<file path="src/logic/tag_cache_pkg.sv">
`default_nettype none

package tag_cache_pkg;

  // cache geometry.
  localparam int NUM_SETS = 16;
  localparam int NUM_WAYS = 4;
  localparam int TAG_W    = 10;
  localparam int DATA_W   = 32;

  localparam int SET_W = $clog2(NUM_SETS);
  localparam int WAY_W = $clog2(NUM_WAYS);

  // valid and lock positions in the tag store data word.
  localparam int VALID_BIT = DATA_W - 1;
  localparam int LOCK_BIT  = DATA_W - 2;

  typedef enum logic [2:0] {
    TAG_READ         = 3'd0,
    TAG_STORE        = 3'd1,
    TAG_SET_TAG      = 3'd2,
    TAG_SET_TAG_LOCK = 3'd3,
    TAG_INVALIDATE   = 3'd4,
    TAG_LOCK         = 3'd5,
    TAG_UNLOCK       = 3'd6
  } tag_op_e;

  // request into the tag store.
  typedef struct packed {
    tag_op_e             opcode;
    logic [SET_W-1:0]    index;
    logic [WAY_W-1:0]    way_id;
    logic [TAG_W-1:0]    tag;
    logic [DATA_W-1:0]   data;
  } tag_mem_pkt_t;

  // one way of one set.
  typedef struct packed {
    logic             valid;
    logic             lock;
    logic [TAG_W-1:0] tag;
  } tag_info_t;

  // all ways of a set, one memory word.
  typedef tag_info_t [NUM_WAYS-1:0] tag_set_t;

  // lookup result for a read.
  typedef struct packed {
    logic                           hit;
    logic [WAY_W-1:0]               hit_way;
    logic                           hit_locked;
    logic [NUM_WAYS-1:0]            valid;
    logic [NUM_WAYS-1:0]            lock;
    logic [NUM_WAYS-1:0][TAG_W-1:0] tags;
  } lookup_resp_t;

endpackage

`default_nettype wire
</file>
<file path="src/logic/tag_store_top.sv">
`timescale 1ns/1ps
`default_nettype none

module tag_store_top
  import tag_cache_pkg::*;
(
  input  wire logic         clk_i,
  input  wire logic         rst_i,

  input  wire logic         req_v_i,
  input  wire tag_mem_pkt_t req_pkt_i,

  output logic              resp_v_o,
  output lookup_resp_t      resp_o
);

  // read set from the memory to the compare stage.
  tag_set_t set_w;

  tag_mem tag_mem_i (
    .clk_i (clk_i),
    .v_i   (req_v_i),
    .pkt_i (req_pkt_i),
    .set_o (set_w)
  );

  tag_lookup tag_lookup_i (
    .clk_i    (clk_i),
    .rst_i    (rst_i),
    .v_i      (req_v_i),
    .pkt_i    (req_pkt_i),
    .set_i    (set_w),
    .resp_v_o (resp_v_o),
    .resp_o   (resp_o)
  );

endmodule

`default_nettype wire

</file>
<file path="src/logic/tag_lookup.sv">
`timescale 1ns/1ps
`default_nettype none

module tag_lookup
  import tag_cache_pkg::*;
(
  input  wire logic         clk_i,
  input  wire logic         rst_i,

  input  wire logic         v_i,
  input  wire tag_mem_pkt_t pkt_i,
  input  wire tag_set_t     set_i,

  output logic              resp_v_o,
  output lookup_resp_t      resp_o
);

  logic                read_v;
  logic                read_v_r;
  logic [TAG_W-1:0]    tag_r;
  logic [NUM_WAYS-1:0] way_hit;

  assign read_v = v_i && (pkt_i.opcode == TAG_READ);

  // response strobe, one cycle after the read.
  always_ff @(posedge clk_i) begin
    if (rst_i) begin
      read_v_r <= 1'b0;
    end else begin
      read_v_r <= read_v;
    end
  end

  // tag to compare once the set comes back.
  always_ff @(posedge clk_i) begin
    if (read_v) begin
      tag_r <= pkt_i.tag;
    end
  end

  always_comb begin
    for (int i = 0; i < NUM_WAYS; i++) begin
      way_hit[i] = set_i[i].valid && (set_i[i].tag == tag_r);
    end
  end

  always_comb begin
    resp_o            = '0;
    resp_o.hit        = |way_hit;

    // scan downward so the lowest hitting way is kept.
    for (int i = NUM_WAYS - 1; i >= 0; i--) begin
      if (way_hit[i]) begin
        resp_o.hit_way    = WAY_W'(i);
        resp_o.hit_locked = set_i[i].lock;
      end
    end

    for (int i = 0; i < NUM_WAYS; i++) begin
      resp_o.valid[i] = set_i[i].valid;
      resp_o.lock[i]  = set_i[i].lock;
      resp_o.tags[i]  = set_i[i].tag;
    end
  end

  assign resp_v_o = read_v_r;

endmodule

`default_nettype wire

</file>
<file path="src/logic/tag_mem.sv">
`timescale 1ns/1ps
`default_nettype none

module tag_mem
  import tag_cache_pkg::*;
(
  input  wire logic         clk_i,

  input  wire logic         v_i,
  input  wire tag_mem_pkt_t pkt_i,

  output tag_set_t          set_o
);

  logic                w_li;
  logic                rd_li;
  logic                mem_v_li;
  logic [NUM_WAYS-1:0] way_sel;
  tag_set_t            mask_li;
  tag_set_t            data_li;
  tag_set_t            data_lo;

  // one-hot way select.
  assign way_sel = NUM_WAYS'(1) << pkt_i.way_id;

  always_comb begin
    w_li    = 1'b0;
    rd_li   = 1'b0;
    data_li = '0;
    mask_li = '0;

    case (pkt_i.opcode)
      TAG_READ: begin
        rd_li = 1'b1;
      end

      // full entry straight from the data word.
      TAG_STORE: begin
        w_li = 1'b1;
        for (int i = 0; i < NUM_WAYS; i++) begin
          data_li[i].tag   = pkt_i.data[TAG_W-1:0];
          data_li[i].valid = pkt_i.data[VALID_BIT];
          data_li[i].lock  = pkt_i.data[LOCK_BIT];
          mask_li[i].tag   = {TAG_W{way_sel[i]}};
          mask_li[i].valid = way_sel[i];
          mask_li[i].lock  = way_sel[i];
        end
      end

      // lock bit untouched.
      TAG_SET_TAG: begin
        w_li = 1'b1;
        for (int i = 0; i < NUM_WAYS; i++) begin
          data_li[i].tag   = pkt_i.tag;
          data_li[i].valid = 1'b1;
          mask_li[i].tag   = {TAG_W{way_sel[i]}};
          mask_li[i].valid = way_sel[i];
        end
      end

      TAG_SET_TAG_LOCK: begin
        w_li = 1'b1;
        for (int i = 0; i < NUM_WAYS; i++) begin
          data_li[i].tag   = pkt_i.tag;
          data_li[i].valid = 1'b1;
          data_li[i].lock  = 1'b1;
          mask_li[i].tag   = {TAG_W{way_sel[i]}};
          mask_li[i].valid = way_sel[i];
          mask_li[i].lock  = way_sel[i];
        end
      end

      // invalidating a line also unlocks it.
      TAG_INVALIDATE: begin
        w_li = 1'b1;
        for (int i = 0; i < NUM_WAYS; i++) begin
          mask_li[i].valid = way_sel[i];
          mask_li[i].lock  = way_sel[i];
        end
      end

      TAG_LOCK: begin
        w_li = 1'b1;
        for (int i = 0; i < NUM_WAYS; i++) begin
          data_li[i].lock = 1'b1;
          mask_li[i].lock = way_sel[i];
        end
      end

      // data stays zero, so the masked bit clears.
      TAG_UNLOCK: begin
        w_li = 1'b1;
        for (int i = 0; i < NUM_WAYS; i++) begin
          mask_li[i].lock = way_sel[i];
        end
      end

      default: begin
        w_li  = 1'b0;
        rd_li = 1'b0;
      end
    endcase
  end

  // unknown opcodes neither read nor write.
  assign mem_v_li = v_i && (w_li || rd_li);

  mask_write_mem mem_i (
    .clk_i    (clk_i),
    .v_i      (mem_v_li),
    .w_i      (w_li),
    .addr_i   (pkt_i.index),
    .w_mask_i (mask_li),
    .data_i   (data_li),
    .data_o   (data_lo)
  );

  assign set_o = data_lo;

endmodule

`default_nettype wire

</file>
<file path="src/logic/mask_write_mem.sv">
`timescale 1ns/1ps
`default_nettype none

module mask_write_mem
  import tag_cache_pkg::*;
(
  input  wire logic             clk_i,

  input  wire logic             v_i,
  input  wire logic             w_i,
  input  wire logic [SET_W-1:0] addr_i,
  input  wire tag_set_t         w_mask_i,
  input  wire tag_set_t         data_i,

  output tag_set_t              data_o
);

  // one word per set.
  tag_set_t mem [NUM_SETS];

  tag_set_t merged;

  // keep old bits where the mask is clear.
  assign merged = (mem[addr_i] & ~w_mask_i) | (data_i & w_mask_i);

  always_ff @(posedge clk_i) begin
    if (v_i && w_i) begin
      mem[addr_i] <= merged;
    end
  end

  // read register holds the last read across writes.
  always_ff @(posedge clk_i) begin
    if (v_i && !w_i) begin
      data_o <= mem[addr_i];
    end
  end

endmodule

`default_nettype wire

</file>
<file path="config.mk">
export PLATFORM = sky130hd
export DESIGN_NAME = tag_store_top
export DESIGN_NICKNAME = d
export VERILOG_FILES = /design/src/logic/tag_cache_pkg.sv /design/src/logic/tag_store_top.sv /design/src/logic/tag_lookup.sv /design/src/logic/tag_mem.sv /design/src/logic/mask_write_mem.sv
export SDC_FILE = /design/constraint.sdc
export NUM_CORES = 1
export LEC_CHECK = 0
export ABC_CLOCK_PERIOD_IN_PS = 8400
export BUFFER_PORTS_ARGS = -buffer_cell sky130_fd_sc_hd__buf_2
export CAP_MARGIN = 20
export CELL_PAD_IN_SITES_DETAIL_PLACEMENT = 1
export CELL_PAD_IN_SITES_GLOBAL_PLACEMENT = 2
export CORE_AREA = 2 2 257 259
export DETAILED_ROUTE_END_ITERATION = 16
export DIE_AREA = 0 0 259 261
export PLACE_DENSITY_LB_ADDON = 0.1
export SLEW_MARGIN = 20
export SYNTH_ARGS = -nofsm -noshare
export SYNTH_HDL_FRONTEND = slang
export SYNTH_SLANG_ARGS = --single-unit
</file>
<file path="constraint.sdc">
create_clock -name clk_i -period 8.4 [get_ports clk_i]
set_clock_uncertainty 0.15 [all_clocks]
set_input_delay 1.68 -clock clk_i [delete_from_list [all_inputs] [get_ports clk_i]]
set_output_delay 1.68 -clock clk_i [all_outputs]
set_load 0.01 [all_outputs]
</file>
## After elaboration in Yosys (flattened, before gate mapping)

Memories as Yosys holds them, arrays and structs flattened.
Cells that the tools add are included.

- RAM bits: 768
- Logic and storage cells: 72
- Flip-flop bits (word level): 59
- Output and inout port bits: 53
- Memories: 1
- Bits of input ports: 54

Memory list:

| memory | depth | width | read ports | clocked after Yosys merged registers in | wr ports | line | source |
|---|---|---|---|---|---|---|---|
| tag_mem_i.mem_i.mem | 16 | 48 | 1 | 0 | 1 | mask_write_mem.sv:19 | `tag_set_t mem [NUM_SETS];` |

- Equal/unequal tests: 10
- Bitwise gates (word level): 4
- Multiplexer cells: 24
- Reduce and logical (&&, ||, !) cells: 18
- Shift-type cells: 1

Operators with widths:

| cell | number |
|---|---|
| $and 48x48->48 | 2 |
| $not 48->48 | 1 |
| $or 48x48->48 | 1 |
| $eq 10x10->1 | 4 |
| $mux 10 | 4 |
| $pmux 11 s2 | 1 |
| $pmux 10 s2 | 1 |
| $mux 1 | 12 |
| $mux 3 | 4 |
| $eq 3x3->1 const B | 3 |
| $logic_and 1x1->1 | 8 |
| $reduce_or 4->1 | 2 |
| $eq 3x2->1 const B | 2 |
| $reduce_or 6->1 | 1 |
| $reduce_or 5->1 | 1 |
| $pmux 1 s2 | 2 |
| $reduce_or 2->1 | 2 |
| $shl 1x2->4 const A | 1 |
| $eq 3x1->1 const B | 1 |
| $logic_not 3->1 | 1 |
| $reduce_or 3->1 | 1 |
| $logic_not 1->1 | 1 |
| $logic_or 1x1->1 | 1 |

## Depth between registers and ports, before layout

- Word-level depth: 8
- Depth in mapped cells: 9

## Hierarchy

A second synthesis with hierarchy kept.

- Cell total of the unflattened synthesis: 1810
- Area total of the unflattened synthesis: 34139.0 µm²

By module, submodules not included:

| module | instances | cells an instance | area each (µm²) | seq. area each (µm²) |
|---|---|---|---|---|
| mask_write_mem | 1 | 1606 | 32403.6 | 24503.5 |
| tag_lookup | 1 | 139 | 1343.8 | 320.3 |
| tag_mem | 1 | 65 | 391.6 | 0.0 |

## Worst setup path before layout

OpenSTA, ideal clock, no wires.

- Kind: input -> register
- Start: in req_pkt_i[45] in the netlist's numbering
- End: mem tag_mem_i.mem_i.mem[0][0] in the netlist's numbering (enable)
- Arrival time: 6.086 ns
- Data required time: 7.737 ns
- Stages on the path: 6
- Setup slack: 1.651 ns
- Library setup time: 0.513 ns
- Cells stage by stage: clkbuf_1 -> buf_2 -> buf_1 -> buf_2 -> or3_1 -> nor3_1

RTL lines:

| element | line | source |
|---|---|---|
| start, declared | tag_store_top.sv:11 | `input wire tag_mem_pkt_t req_pkt_i,` |
| end, declared | mask_write_mem.sv:19 |  |

Straight into the memory's write port.

==> flow_summary.toml <==
[synth]
synth_edf_count = 826
syn_inst = 1377
async_flop_share_pct = 0
avgSynthCellArea_um2 = 23.4
yosys_most_used_dff = "edfxtp_1"
synth_nets = 1431
syn_area_um2 = 32200
synth.distinct_cells = 37
synth-seq-area-share_pct = 77.1
ys_ff_latch = 827
synth_warnings = 0

[pwr]
p_int_mw = 6.97
clkPwrFrac_pct = 41.1
p_seq_share_pct = 53.2
switching_share_pct = 21.5
power_per_cell_area_nw_per_um2 = 244
finalPower_mw = 8.88
leakagePower_nw = 11.4
comb_power_share_pct = 5.7
peakVddDrop_mv = 0.152
power_switching_mw = 1.90

[layout]
nets = 1562
fin_util_pct = 56.0
layout-drive-gt1-share_pct = 33.1
multiInputGateArea_um2 = 7090
synthToLayoutAreaGrowth_pct = 13.1
regArea_um2 = 24800
fillers = 5401

[route]
route.antenna.remaining_nets = 0
vias = 15200
drc = 0
drt_iter0_drc = 1720
first_pass_iters = 7
drt-total-wl_um = 82000
wl_per_cell_um = 33.6
viasPerCell = 6.24

[clock_network]
numClockSinks = 827
cts_resized = 0
numCtsBuffers = 85
cts_buffer_depth = 3
post_cts_buffers = 0
htreeDepth = 3
root_buffer = "clkbuf_16"
path_clk_slew_ns = 0.06
cts_hold_buf = 0
clock_latency_ns = 0.64
cts_tree = "yes"

[global_route]
overflow = 0
grt_pass1_vias = 15700
grt_max_degree = 112
grt_first_pass_wirelength_um = 116000
grt_usage_pct = 24.7
antenna_found_initial = 4

[setup_path]
worst_ep_arrival_time_ns = 3.15
crit_type = "reg2out"
path_cells = "xnor2_1 > nand4_1 > nor3_1 > a311oi_1 > o31ai_1 > buf_2"
crit_path_end_kind = "primary output"
critPathMaxFanout = 4
worstPathRequired_ns = 6.57
critPathSlowestCell = "nor3_1"
path_depth = 6
cp_top_family = "simple AND/OR/NAND/NOR gates"
start_kind = "register"
cpPeakStageDelay_ns = 0.70
r2r.worst_path.cells = 4
critPathBufInv = 1

[placement]
gp_congestion = 0.799
place_hpwl_um = 43400
io_buffers = 86

[timing]
tightestPinTransition_ns = 1.13
hold_viol = 0
slew_violations = 0
timing.fmax_mhz = 201
fin_setup_tns_ns = 0
period_share_pct = 59.3
setup_violations = 0
fin_crit_ns = 4.98
max_slew_margin_pct = 24.3
rsz0062_at_grt = "false"

[status]
status = "complete, no violations"

[floorplan]
ioPinCount = 107
die_h_um = 261
die_w_um = 259
core_um2 = 65000
num_rows = 94
design.die.area_um2 = 67600
initial_core_util_pct = 49.5

[hold_path]
hold_depth = 3
hold_path_class = "reg2reg"

[job]
cap_violations = 0
tightest hold or removal path, cell delays in order, from the launching register on:
cell and delay (ns):
edfxtp_1 0.31, mux4_2 0.22, a22oi_1 0.06, nand2_1 0.14
sequential cells by signal (all words and copies together), names as in the netlist:
name and cells:
tag_lookup_i.resp_v_o 1, tag_mem_i.mem_i.mem 768, tag_mem_i.mem_i.data_o 48, tag_lookup_i.tag_r 10
synthesized netlist by cell type, types with 7 or more instances:
library cell	count	area, µm²
mux4_2	224	5040
mux4_1	8	210
a21oi_1	7	35.0
clkbuf_1	37	139
nand4_1	11	68.8
edfxtp_1	826	24800
nor2b_1	9	56.3
xnor2_1	40	350
nor2_1	31	116
buf_6	11	124
nand2_1	19	71.3
nand2b_1	7	43.8
nand3_1	9	45.0
mux2_2	40	450
nor3_1	12	60.1
a22oi_1	18	135
buf_1	12	45.0
buf_2	15	75.1
cells by family after synthesis:
group / share of synthesized area (%)
flip-flops: 77.1
AO/OA/AOI/OAI: 1.01
multiplexers: 17.7
XOR/XNOR: 1.09
buffers and inverters: 1.42
AND/OR/NAND/NOR: 1.66
worst paths after layout:
kind	from	to	slack, ns
max	tag_lookup_i.tag_r[7]	resp_o[48]	3.42
max reg2reg	tag_mem_i.mem_i.mem[3][22]	tag_mem_i.mem_i.mem[2][22]	6.10
min	tag_mem_i.mem_i.mem[2][23]	tag_mem_i.mem_i.data_o[23]	0.70
min reg2reg	tag_mem_i.mem_i.mem[2][23]	tag_mem_i.mem_i.data_o[23]	0.70
placed cells by master, fill, tap and decap left out, drive strengths merged, types with 2 or more instances in the layout:
cell and n:
a31oi 4, nor2 31, a211oi 4, or3 2, nand4 11, o21ai 3, inv 7, a22oi 18
clkinv 33, o31ai 2, buf 121, a21oi 7, nor4 5, nand3 9, o22a 3, nand2 19
mux4 232, edfxtp 826, nor3b 2, bufinv 5, nor2b 9, nor3 12, xnor2 40, nand2b 7
mux2 40, clkbuf 115
layout make-up:
cell class	instances	area share (%)
multi-input combinational	468	19.5
tap	864	2.97
antenna	1	0.00687
inverter	4	0.0412
clock inverter	42	0.934
timing repair buffer	122	2.06
sequential	827	68.2
clock buffer	114	6.37
metrics by stage:
stage          setup slack (ns)  area, µm²  instances  hold WS, ns
3_3_place_gp               3.07      33700       2284        0.695
3_5_place_dp               3.01      33700       2285        0.707
4_1_cts                    3.45      36400       2441        0.718
6_report                   3.42      36400       2442        0.701
5_1_grt                    3.36      36400       2441        0.738
2_1_floorplan              1.65      32200       1377        0.582
power groups by stage:
stage	clock network [mW]	registers [mW]	logic, mW
2_1_floorplan	0	4.79	0.342
3_3_place_gp	0	4.80	0.491
3_5_place_dp	0	4.81	0.510
4_1_cts	3.72	4.72	0.511
5_1_grt	3.86	4.72	0.546
6_report	3.65	4.72	0.505
routing by layer:
layer / wire [µm] / vias to the layer above / global-route usage [%]
met5: 0 / - / 0
met4: 1720 / 0 / 6.71
met3: 6510 / 117 / 4.86
met2: 38900 / 621 / 38.2
met1: 34800 / 8344 / 36.6
li1: - / 6149 / -
Power figures use the tool's default switching activity.
